`src/verilog/block_sync_macros.svh`:
```
`ifndef BLOCK_SYNC_MACROS_SVH
`define BLOCK_SYNC_MACROS_SVH

// coded block length and widths derived from it
`define BS_BLOCK_LEN 66
`define BS_INDEX_W 7
`define BS_CNT_W 16

// word addresses on the wishbone port
`define BS_ADDR_CTRL 3'd0
`define BS_ADDR_LOCK_CNT 3'd1
`define BS_ADDR_WINDOW 3'd2
`define BS_ADDR_INV_LIMIT 3'd3
`define BS_ADDR_STATUS 3'd4
`define BS_ADDR_SLIPS 3'd5

// configuration values loaded at reset
`define BS_DEF_LOCK_CNT 16'd64
`define BS_DEF_WINDOW 16'd1024
`define BS_DEF_INV_LIMIT 16'd16

`endif

```
`src/verilog/block_sync_pkg.sv`:
```
`include "block_sync_macros.svh"

package block_sync_pkg;

    // lock state of the block sync fsm
    typedef enum logic [1:0]
    {
        LOCK_RESET  = 2'd0,
        LOCK_SEARCH = 2'd1,
        LOCK_LOCKED = 2'd2
    } lock_state_t;

    // aligned 66-bit block, header on top as it arrives on the line
    typedef struct packed
    {
        logic [1:0]                   sync_header;
        logic [`BS_BLOCK_LEN-3:0]     payload;
    } coded_block_t;

    // configuration from the register block
    typedef struct packed
    {
        logic                         enable;
        logic [`BS_CNT_W-1:0]         lock_count;
        logic [`BS_CNT_W-1:0]         window_len;
        logic [`BS_CNT_W-1:0]         invalid_limit;
    } sync_cfg_t;

    // status back to the register block
    typedef struct packed
    {
        logic                         locked;
        logic                         slip_pulse;
        logic [`BS_INDEX_W-1:0]       index;
    } sync_status_t;

endpackage

```
`src/verilog/block_sync_regs.sv`:
```
`include "block_sync_macros.svh"

module block_sync_regs
    import block_sync_pkg::*;
(
    input  logic                  i_clock,
    input  logic                  i_reset,
    input  logic                  i_wb_cyc,
    input  logic                  i_wb_stb,
    input  logic                  i_wb_we,
    input  logic [2:0]            i_wb_adr,
    input  logic [31:0]           i_wb_dat,
    output logic [31:0]           o_wb_dat,
    output logic                  o_wb_ack,
    output sync_cfg_t             o_cfg,
    input  sync_status_t          i_status
);

    sync_cfg_t             cfg_q;
    logic [`BS_CNT_W-1:0]  slip_count;
    logic                  request;
    logic                  wr_en;
    logic                  slips_clear;
    logic [31:0]           rd_data;

    // new request while no ack is pending, answered on the next edge
    assign request     = i_wb_cyc && i_wb_stb && !o_wb_ack;
    assign wr_en       = request && i_wb_we;
    assign slips_clear = wr_en && (i_wb_adr == `BS_ADDR_SLIPS);

    assign o_cfg = cfg_q;

    // read mux
    // status keeps locked in bit 0 and the index in bits 14:8
    always_comb
    begin
        rd_data = 32'd0;
        case (i_wb_adr)
            `BS_ADDR_CTRL:      rd_data[0] = cfg_q.enable;
            `BS_ADDR_LOCK_CNT:  rd_data[`BS_CNT_W-1:0] = cfg_q.lock_count;
            `BS_ADDR_WINDOW:    rd_data[`BS_CNT_W-1:0] = cfg_q.window_len;
            `BS_ADDR_INV_LIMIT: rd_data[`BS_CNT_W-1:0] = cfg_q.invalid_limit;
            `BS_ADDR_STATUS:
            begin
                rd_data[0] = i_status.locked;
                rd_data[8 +: `BS_INDEX_W] = i_status.index;
            end
            `BS_ADDR_SLIPS:     rd_data[`BS_CNT_W-1:0] = slip_count;
            // addresses 6 and 7 read zero
            default:            rd_data = 32'd0;
        endcase
    end

    // bus handshake, ack is a single cycle pulse
    always_ff @(posedge i_clock)
    begin
        if (i_reset)
        begin
            o_wb_ack <= 1'b0;
            o_wb_dat <= 32'd0;
        end
        else
        begin
            o_wb_ack <= request;
            if (request && !i_wb_we)
            begin
                o_wb_dat <= rd_data;
            end
        end
    end

    // configuration registers, only low bits are kept
    always_ff @(posedge i_clock)
    begin
        if (i_reset)
        begin
            cfg_q.enable        <= 1'b1;
            cfg_q.lock_count    <= `BS_DEF_LOCK_CNT;
            cfg_q.window_len    <= `BS_DEF_WINDOW;
            cfg_q.invalid_limit <= `BS_DEF_INV_LIMIT;
        end
        else if (wr_en)
        begin
            case (i_wb_adr)
                `BS_ADDR_CTRL:      cfg_q.enable <= i_wb_dat[0];
                `BS_ADDR_LOCK_CNT:  cfg_q.lock_count <= i_wb_dat[`BS_CNT_W-1:0];
                `BS_ADDR_WINDOW:    cfg_q.window_len <= i_wb_dat[`BS_CNT_W-1:0];
                `BS_ADDR_INV_LIMIT: cfg_q.invalid_limit <= i_wb_dat[`BS_CNT_W-1:0];
                // status is read only, slips handled below
                default:            cfg_q <= cfg_q;
            endcase
        end
    end

    // slip counter, saturates at all ones
    // a write to it wins over a slip on the same edge
    always_ff @(posedge i_clock)
    begin
        if (i_reset || slips_clear)
        begin
            slip_count <= '0;
        end
        else if (i_status.slip_pulse && (slip_count != '1))
        begin
            slip_count <= slip_count + 1'b1;
        end
    end

endmodule

```
`src/verilog/block_aligner.sv`:
```
`include "block_sync_macros.svh"

module block_aligner
    import block_sync_pkg::*;
(
    input  logic                       i_clock,
    input  logic                       i_reset,
    input  logic [`BS_BLOCK_LEN-1:0]   i_data,
    input  logic                       i_valid,
    input  logic                       i_enable,
    input  logic [`BS_INDEX_W-1:0]     i_index,
    output logic                       o_sh_valid,
    output coded_block_t               o_block,
    output logic                       o_block_valid
);

    // two words side by side, previous one on top
    localparam int ext_len = 2 * `BS_BLOCK_LEN;

    logic [`BS_BLOCK_LEN-1:0]  data_prev;
    logic [ext_len-1:0]        data_ext;
    logic [`BS_BLOCK_LEN-1:0]  window;
    logic                      advance;

    // a word only counts when the stream is enabled
    assign advance = i_valid && i_enable;

    assign data_ext = {data_prev, i_data};

    // window starts i_index bits below the top of the pair
    // index 0 selects the previous word as is
    assign window = data_ext[(ext_len - 1 - i_index) -: `BS_BLOCK_LEN];

    // header is good when its two bits differ, 01 or 10
    assign o_sh_valid = window[`BS_BLOCK_LEN-1] ^ window[`BS_BLOCK_LEN-2];

    // keep the last accepted word for the next window
    always_ff @(posedge i_clock)
    begin
        if (advance)
        begin
            data_prev <= i_data;
        end
    end

    // registered output block, one cycle after the accepted word
    always_ff @(posedge i_clock)
    begin
        if (advance)
        begin
            o_block <= window;
        end
    end

    // valid flag follows the accepted word by one cycle
    always_ff @(posedge i_clock)
    begin
        if (i_reset)
        begin
            o_block_valid <= 1'b0;
        end
        else
        begin
            o_block_valid <= advance;
        end
    end

endmodule

```
`src/verilog/block_lock_fsm.sv`:
```
`include "block_sync_macros.svh"

module block_lock_fsm
    import block_sync_pkg::*;
(
    input  logic                       i_clock,
    input  logic                       i_reset,
    input  logic                       i_valid,
    input  logic                       i_signal_ok,
    input  logic                       i_sh_valid,
    input  sync_cfg_t                  i_cfg,
    output logic [`BS_INDEX_W-1:0]     o_index,
    output sync_status_t               o_status,
    output logic                       o_locked
);

    // last legal offset before wrapping back to 0
    localparam logic [`BS_INDEX_W-1:0] last_index = `BS_INDEX_W'(`BS_BLOCK_LEN - 1);

    lock_state_t               state;
    logic [`BS_INDEX_W-1:0]    index;
    logic [`BS_CNT_W-1:0]      good_cnt;
    logic [`BS_CNT_W-1:0]      win_cnt;
    logic [`BS_CNT_W-1:0]      inv_cnt;
    logic                      slip_pulse;
    logic                      advance;
    logic [`BS_INDEX_W-1:0]    index_next;
    // one extra bit so a shrunk limit never wraps the compare
    logic [`BS_CNT_W:0]        good_next;
    logic [`BS_CNT_W:0]        win_next;
    logic [`BS_CNT_W:0]        inv_next;

    // headers are only looked at on enabled valid words
    assign advance = i_valid && i_cfg.enable;

    // slip moves one bit further, modulo the block length
    assign index_next = (index >= last_index) ? '0 : index + 1'b1;

    assign good_next = {1'b0, good_cnt} + 1'b1;
    assign win_next  = {1'b0, win_cnt} + 1'b1;
    assign inv_next  = {1'b0, inv_cnt} + {{`BS_CNT_W{1'b0}}, !i_sh_valid};

    always_ff @(posedge i_clock)
    begin
        if (i_reset)
        begin
            state      <= LOCK_RESET;
            index      <= '0;
            good_cnt   <= '0;
            win_cnt    <= '0;
            inv_cnt    <= '0;
            slip_pulse <= 1'b0;
        end
        else if (!i_signal_ok)
        begin
            // loss of signal restarts the search, offset is kept
            state      <= LOCK_RESET;
            good_cnt   <= '0;
            win_cnt    <= '0;
            inv_cnt    <= '0;
            slip_pulse <= 1'b0;
        end
        else
        begin
            slip_pulse <= 1'b0;
            case (state)
                LOCK_RESET:
                begin
                    state    <= LOCK_SEARCH;
                    good_cnt <= '0;
                    win_cnt  <= '0;
                    inv_cnt  <= '0;
                end
                LOCK_SEARCH:
                begin
                    if (advance && !i_sh_valid)
                    begin
                        // bad header, try the next offset from scratch
                        index      <= index_next;
                        good_cnt   <= '0;
                        slip_pulse <= 1'b1;
                    end
                    else if (advance && (good_next >= {1'b0, i_cfg.lock_count}))
                    begin
                        // enough good headers in a row
                        state    <= LOCK_LOCKED;
                        good_cnt <= '0;
                        win_cnt  <= '0;
                        inv_cnt  <= '0;
                    end
                    else if (advance)
                    begin
                        good_cnt <= good_next[`BS_CNT_W-1:0];
                    end
                end
                LOCK_LOCKED:
                begin
                    if (advance && !i_sh_valid && (inv_next >= {1'b0, i_cfg.invalid_limit}))
                    begin
                        // too many bad headers in this window
                        state      <= LOCK_SEARCH;
                        index      <= index_next;
                        slip_pulse <= 1'b1;
                        good_cnt   <= '0;
                        win_cnt    <= '0;
                        inv_cnt    <= '0;
                    end
                    else if (advance && (win_next >= {1'b0, i_cfg.window_len}))
                    begin
                        // window done, start a fresh one
                        win_cnt <= '0;
                        inv_cnt <= '0;
                    end
                    else if (advance)
                    begin
                        win_cnt <= win_next[`BS_CNT_W-1:0];
                        inv_cnt <= inv_next[`BS_CNT_W-1:0];
                    end
                end
                default:
                begin
                    state <= LOCK_RESET;
                end
            endcase
        end
    end

    assign o_index  = index;
    assign o_locked = (state == LOCK_LOCKED);

    // status to the register block
    assign o_status.locked     = (state == LOCK_LOCKED);
    assign o_status.slip_pulse = slip_pulse;
    assign o_status.index      = index;

endmodule

```
`src/verilog/block_sync_top.sv`:
```
`include "block_sync_macros.svh"

module block_sync_top
    import block_sync_pkg::*;
(
    input  logic                       i_clock,
    input  logic                       i_reset,
    // word stream from the serial to parallel stage
    input  logic [`BS_BLOCK_LEN-1:0]   i_data,
    input  logic                       i_valid,
    input  logic                       i_signal_ok,
    // aligned blocks out
    output coded_block_t               o_block,
    output logic                       o_block_valid,
    output logic                       o_locked,
    // wishbone classic slave
    input  logic                       i_wb_cyc,
    input  logic                       i_wb_stb,
    input  logic                       i_wb_we,
    input  logic [2:0]                 i_wb_adr,
    input  logic [31:0]                i_wb_dat,
    output logic [31:0]                o_wb_dat,
    output logic                       o_wb_ack
);

    sync_cfg_t                 cfg;
    sync_status_t              status;
    logic                      sh_valid;
    logic [`BS_INDEX_W-1:0]    index;

    // configuration and status registers
    block_sync_regs u_regs
    (
        .i_clock    (i_clock),
        .i_reset    (i_reset),
        .i_wb_cyc   (i_wb_cyc),
        .i_wb_stb   (i_wb_stb),
        .i_wb_we    (i_wb_we),
        .i_wb_adr   (i_wb_adr),
        .i_wb_dat   (i_wb_dat),
        .o_wb_dat   (o_wb_dat),
        .o_wb_ack   (o_wb_ack),
        .o_cfg      (cfg),
        .i_status   (status)
    );

    // window select and header test
    // enable gates the word stream here
    block_aligner u_aligner
    (
        .i_clock        (i_clock),
        .i_reset        (i_reset),
        .i_data         (i_data),
        .i_valid        (i_valid),
        .i_enable       (cfg.enable),
        .i_index        (index),
        .o_sh_valid     (sh_valid),
        .o_block        (o_block),
        .o_block_valid  (o_block_valid)
    );

    // lock search and slip control
    block_lock_fsm u_fsm
    (
        .i_clock        (i_clock),
        .i_reset        (i_reset),
        .i_valid        (i_valid),
        .i_signal_ok    (i_signal_ok),
        .i_sh_valid     (sh_valid),
        .i_cfg          (cfg),
        .o_index        (index),
        .o_status       (status),
        .o_locked       (o_locked)
    );

endmodule

```
`config.mk`:
```
export PLATFORM = sky130hd
export DESIGN_NAME = block_sync_top
export DESIGN_NICKNAME = d
export VERILOG_FILES = /design/src/verilog/block_sync_pkg.sv /design/src/verilog/block_sync_regs.sv /design/src/verilog/block_aligner.sv /design/src/verilog/block_lock_fsm.sv /design/src/verilog/block_sync_top.sv
export VERILOG_INCLUDE_DIRS = /design/src /design/src/verilog
export SDC_FILE = /design/constraint.sdc
export NUM_CORES = 1
export LEC_CHECK = 0
export ABC_AREA = 1
export ABC_CLOCK_PERIOD_IN_PS = 10200
export BUFFER_PORTS_ARGS = -buffer_cell sky130_fd_sc_hd__buf_2
export CORE_UTILIZATION = 30
export CTS_CLUSTER_SIZE = 20
export DETAILED_ROUTE_END_ITERATION = 7
export PLACE_DENSITY = 0.49
export SLEW_MARGIN = 20
export SYNTH_ARGS = -nofsm -noshare
export SYNTH_HDL_FRONTEND = slang
export SYNTH_HIERARCHICAL = 1
export SYNTH_SLANG_ARGS = --single-unit
export TNS_END_PERCENT = 100
```
`constraint.sdc`:
```
create_clock -name i_clock -period 10.2 [get_ports i_clock]
set_input_delay 0.51 -clock i_clock [delete_from_list [all_inputs] [get_ports i_clock]]
set_output_delay 0.51 -clock i_clock [all_outputs]
set_load 0.01 [all_outputs]
```
==> results.sh, run 1 <==
export IMPL_synth_sequential_area_ratio=0.290
export IMPL_power_frac_comb=0.504
export IMPL_drtAntennaViolNets=0
export IMPL_syn_inst=3787
export IMPL_die_h_um=282
export IMPL_hold_path_class="in2reg"
export IMPL_antennaDiodeCount=0
export IMPL_r2r_end="u_fsm/o_index[5]"
export IMPL_dieArea_mm2=0.0792
export IMPL_nNetsFinal=3951
export IMPL_crit_type="reg2reg"
export IMPL_dieWidth_um=282
export IMPL_period_needed_ns=7.00
export IMPL_grt_max_degree=148
export IMPL_grt_pass1_vias=23900
export IMPL_swShare=0.490
export IMPL_cts_resized=0
export IMPL_end_kind="register"
export IMPL_post_route_period_util=0.686
export IMPL_layout_cells_most_common="nand2_1"
export IMPL_critPathMaxStageDelay_ns=0.69
export IMPL_finalHoldViolations=0
export IMPL_required_ns=10.73
export IMPL_drc=0
export IMPL_p_seq_frac=0.253
export IMPL_routed_wl_um=104000
export IMPL_setup_viol=0
export IMPL_dr_total_vias=26000
export IMPL_drive_gt1_frac=0.0906
export IMPL_regToRegSetupSlack_ns=3.20
export IMPL_initial_core_util=0.303
export IMPL_crit_top_cell="nand3_1"
export IMPL_areaGrowthSynthToFinish_pct=10.9
export IMPL_rows=102
export IMPL_drt_initial_drc_count=3149
export IMPL_worst_slew_pin_slew_ns=1.08
export IMPL_first_pass_iters=7
export IMPL_tns_ns=0
export IMPL_p_int_mw=2.97
export IMPL_path_max_fanout=69
export IMPL_fmax_mhz=143
export IMPL_final_area_mm2=0.0260
export IMPL_reg2reg_depth=32
export IMPL_p_leak_nw=11.2
export IMPL_rsz0062_at_grt="no"
export IMPL_r2r_start="u_fsm/o_index[2]"
export IMPL_cts_buffers=39
export IMPL_post_cts_buffers=0
export IMPL_cts_tree="done"
export IMPL_netSwitchingPower_mw=2.86
export IMPL_maxSlewHeadroom=0.279
export IMPL_grtUsageTotal=0.259
export IMPL_ctsLongestPathBuffers=3
export IMPL_finClkSkew_ns=0.0274
export IMPL_syn_avg_cell_area_um2=6.19
export IMPL_root_buffer="clkbuf_16"
export IMPL_power_share_clock=0.242
export IMPL_syn_area_mm2=0.0234
export IMPL_mostFrequentLayoutCells="nand2_1, nand3_1, nor2_1"
export IMPL_clock_sinks=273
export IMPL_synth_warnings=6
export IMPL_synth_seq_cells=273
export IMPL_wl_per_cell_um=21.4
export IMPL_start_kind="register"
export IMPL_clock_latency_ns=0.60
export IMPL_hpwl_um=77800
export IMPL_gp_congestion=1.03
export IMPL_maxCapViolations=0
export IMPL_crit_arrival_ns=7.53
export IMPL_crit_slowest_cell="buf_4"
export IMPL_antenna_found_initial=1
export IMPL_cts_max_level=2
export IMPL_vias_per_cell=5.36
export IMPL_core_mm2=0.0773
export IMPL_grt_pass1_wl_um=154000
export IMPL_port_buffers=176
export IMPL_hold_path_depth=1
export IMPL_hold_end="u_aligner/data_prev[20]"
export IMPL_status="completed"
export IMPL_hp_start="i_data[20]"
export IMPL_holdBufCountCts=0
export IMPL_slew_viol_final=0
export IMPL_clkTransAtPathRegs_ns=0.06
export IMPL_power_density_mw_per_mm2=225
export IMPL_place_area_mm2=0.0247
export IMPL_yosysUniqueCellTypes=52
export IMPL_pin_count=209
export IMPL_overflow=0
export IMPL_vdd_ir_drop_max_mv=0.138
-- worst max-delay path by stage --
stage / start / endpoint / cells after the start
global route: u_fsm/o_index[2] / u_fsm/o_index[6] / 33
CTS: u_fsm/o_index[2] / u_fsm/o_index[5] / 33
finish: u_fsm/o_index[2] / u_fsm/o_index[5] / 32
global placement: u_fsm/o_index[2] / u_fsm/o_index[5] / 33
floorplan: u_fsm/o_index[2] / u_fsm/good_cnt[15] / 35
detailed placement: u_fsm/o_index[2] / u_fsm/o_index[5] / 33
-- cells by family after synthesis --
kind of cell	count (synthesis)	share of synthesized area
AOI/OAI and AO/OA	349	0.0793
xor gates and xnor gates	46	0.0175
adders and majority gates	62	0.0331
buffers and inverters	514	0.0960
DFF	273	0.290
other	1	0.000160
and+or+nand+nor	2542	0.484
-- registers in the layout, indices dropped and copies added, names as in the netlist, 2 cells and up --
name	cells
u_fsm/good_cnt	16
u_regs/o_cfg	49
u_aligner/data_prev	66
u_regs/o_wb_dat	16
u_aligner/o_block	66
u_fsm/win_cnt	16
u_fsm/inv_cnt	16
u_fsm/o_index	7
u_regs/slip_count	16
u_fsm/state	2
-- routing by layer --
layer / share of wire / track usage / up-vias
li1: - / - / 12700
met1: 0.43 / 0.341 / 11900
met2: 0.44 / 0.403 / 1088
met3: 0.074 / 0.0434 / 231
met4: 0.058 / 0.139 / 2
met5: 0.00019 / 0 / -
-- power by group through the flow --
stage / Combinational [mW] / Clock (mW) / Sequential (mW)
6_report: 2.94 / 1.41 / 1.48
3_5_place_dp: 2.88 / 0 / 1.50
4_1_cts: 2.89 / 1.46 / 1.48
3_3_place_gp: 2.88 / 0 / 1.50
2_1_floorplan: 1.74 / 0 / 1.53
5_1_grt: 3.19 / 1.50 / 1.49
-- per-stage QoR --
step           instances  total power [mW]  setup WS (ns)  hold WS [ns]  utilization
2_1_floorplan       3802              3.27           5.08         0.439            -
3_3_place_gp        4780              4.39           3.32         0.456        0.319
3_5_place_dp        4780              4.38           3.25         0.457        0.319
4_1_cts             4850              5.83           3.20        0.0850        0.336
5_1_grt             4850              6.18           2.60         0.105        0.336
6_report            4850              5.84           3.20         0.122        0.336
-- worst max-delay path: cells and delay by family (launching register included) --
family | cells | cell delay, ns
and+or+nand+nor | 21 | 3.32
buffers and inverters | 6 | 1.47
adders and majority gates | 3 | 1.14
DFF | 1 | 0.57
xor gates and xnor gates | 1 | 0.21
AOI/OAI and AO/OA | 1 | 0.12
-- synth_stat cells, drive strengths merged --
library cell,count,share of area
nand2,1108,0.18
nand3,1040,0.22
nor2,266,0.046
inv,247,0.040
o21ai,203,0.044
buf,172,0.041
dfxtp,141,0.12
edfxtp,132,0.17
a21oi,121,0.028
clkbuf,92,0.015
nand4,80,0.022
ha,62,0.033
xor2,42,0.016
nor3,21,0.0051
o211ai,12,0.0038
and2,7,0.0019
and3,7,0.0019
or2,6,0.0016
nor4,4,0.0011
xnor2,4,0.0018
a21o,3,0.00096
a31oi,3,0.00080
clkinv,3,0.00048
o31ai,3,0.00096
nand3b,2,0.00064
o21a,2,0.00064
a211o,1,0.00037
conb,1,0.00016
nor3b,1,0.00032
o21bai,1,0.00032
-- area by class of cell --
class                           count  area, um^2
Multi-Input combinational cell   3015       14500
Fill cell                        8732       51400
Tap cell                         1040        1300
Inverter                          250         960
Sequential cell                   273        6800
Clock inverter                     20         243
Timing Repair Buffer              202        1100
Clock buffer                       50        1080
Note: power is estimated with default switching activity, not from simulation.
==> run 2, diff against run 1 <==
Settings changed: ABC_CLOCK_PERIOD_IN_PS 10200 to 6700.
Clock period 10.2 ns to 6.7 ns, I/O delays scaled along.
==> results.sh, run 2 (synthesis results as in run 1) <==
export IMPL_crit_buf_inv=6
export IMPL_clock_latency_ns=0.57
export IMPL_core_mm2=0.0773
export IMPL_critical_path_top_delay_family="simple AND/OR/NAND/NOR gates"
export IMPL_drtAntennaViolNets=0
export IMPL_drt_initial_drc_count=3125
export IMPL_rsz0062_at_grt="no"
export IMPL_start_kind="register"
export IMPL_layout_cells_most_common="nand2_1"
export IMPL_gp_congestion=1.02
export IMPL_grt_pass1_vias=24200
export IMPL_clock_sinks=273
export IMPL_overflow=0
export IMPL_crit_type="reg2reg"
export IMPL_swShare=0.495
export IMPL_dieWidth_um=282
export IMPL_required_ns=7.19
export IMPL_final_area_mm2=0.0265
export IMPL_p_leak_nw=11.4
export IMPL_status="completed"
export IMPL_routed_wl_um=104000
export IMPL_post_cts_buffers=0
export IMPL_maxCapViolations=0
export IMPL_antennaDiodeCount=0
export IMPL_instances_no_fill=4914
export IMPL_maxSlewHeadroom=0.308
export IMPL_first_pass_iters=6
export IMPL_wl_per_cell_um=21.1
export IMPL_power_density_mw_per_mm2=331
export IMPL_cts_resized=0
export IMPL_port_buffers=176
export IMPL_antenna_found_initial=1
export IMPL_hpwl_um=78400
export IMPL_drc=0
export IMPL_slew_viol_final=0
export IMPL_period_needed_ns=6.07
export IMPL_vias_per_cell=5.35
export IMPL_crit_top_cell="nand3_1"
export IMPL_power_mw=8.77
export IMPL_drive_gt1_frac=0.0911
export IMPL_die_h_um=282
export IMPL_root_buffer="clkbuf_16"
export IMPL_pin_count=209
export IMPL_dieArea_mm2=0.0792
export IMPL_place_area_mm2=0.0249
export IMPL_initial_core_util=0.303
export IMPL_p_int_mw=4.43
export IMPL_post_route_util=0.343
export IMPL_nNetsFinal=4016
export IMPL_cts_buffers=36
export IMPL_rows=102
export IMPL_crit_slowest_cell="dfxtp_4"
export IMPL_hold_slack_ns=0.0241
export IMPL_finalHoldViolations=0
export IMPL_worst_slew_pin_slew_ns=1.04
export IMPL_finClkSkew_ns=0.0317
export IMPL_cts_max_level=2
export IMPL_mostFrequentLayoutCells="nand2_1, nand3_1, nor2_1"
export IMPL_crit_arrival_ns=6.56
export IMPL_clkTransAtPathRegs_ns=0.05
export IMPL_netSwitchingPower_mw=4.34
export IMPL_post_route_period_util=0.906
export IMPL_dr_total_vias=26300
export IMPL_end_kind="register"
export IMPL_grt_max_degree=144
export IMPL_tns_ns=0
export IMPL_path_max_fanout=113
export IMPL_placed_cells=4799
export IMPL_cts_tree="done"
export IMPL_vdd_ir_drop_max_mv=0.179
export IMPL_fmax_mhz=165
export IMPL_setup_viol=0
export IMPL_areaGrowthSynthToFinish_pct=13.3
export IMPL_post_route_worst_setup_slack_ns=0.631
export IMPL_hold_path_class="in2reg"
export IMPL_ctsLongestPathBuffers=3
export IMPL_critPathMaxStageDelay_ns=0.56
export IMPL_power_share_clock=0.219
export IMPL_pre_cts_slack_ns=0.803
export IMPL_grt_pass1_wl_um=154000
export IMPL_p_seq_frac=0.254
export IMPL_power_frac_comb=0.527
export IMPL_grtUsageTotal=0.258
-- run 2: worst paths after layout --
path | from | end | slack, ns | cells past startpoint
hold reg to reg | u_regs/o_wb_dat[9] | u_regs/o_wb_dat[9] | 0.47 | 2
setup reg to reg | u_fsm/o_index[0] | u_fsm/o_index[6] | 0.63 | 34
hold / removal | i_data[56] | u_aligner/data_prev[56] | 0.02 | 1
setup / recovery | u_fsm/o_index[0] | u_fsm/o_index[6] | 0.63 | 34
-- run 2: metal layers --
layer	part of all wire	GRT usage	vias to the layer above
met1	0.43	0.339	12200
met4	0.061	0.143	0
met3	0.066	0.0326	229
met2	0.44	0.408	1045
met5	0	0	-
li1	-	-	12900
-- run 2: area by class of cell --
cell class	instances	area (um^2)
clock buffer	49	980
tap	1040	1300
clock inverter	17	170
fill	8774	50800
inverter	250	960
multi-input combinational	3015	14500
sequential	273	6800
timing repair buffer	270	1830
-- run 2: power groups by stage --
stage	registers, mW	logic, mW	clock network (mW)
after detailed placement	2.26	4.51	0
after floorplan	2.33	2.64	0
after global placement	2.27	4.52	0
final	2.23	4.63	1.92
after global routing	2.26	4.99	2.04
after CTS	2.23	4.55	1.97
-- run 2: what timing repair did --
| action | CTS | global route |
|---|---|---|
| hold endpoints to repair | 49 | 0 |
| endpoints found under the setup margin | 0 | 0 |
| hold buffers | 49 | 0 |
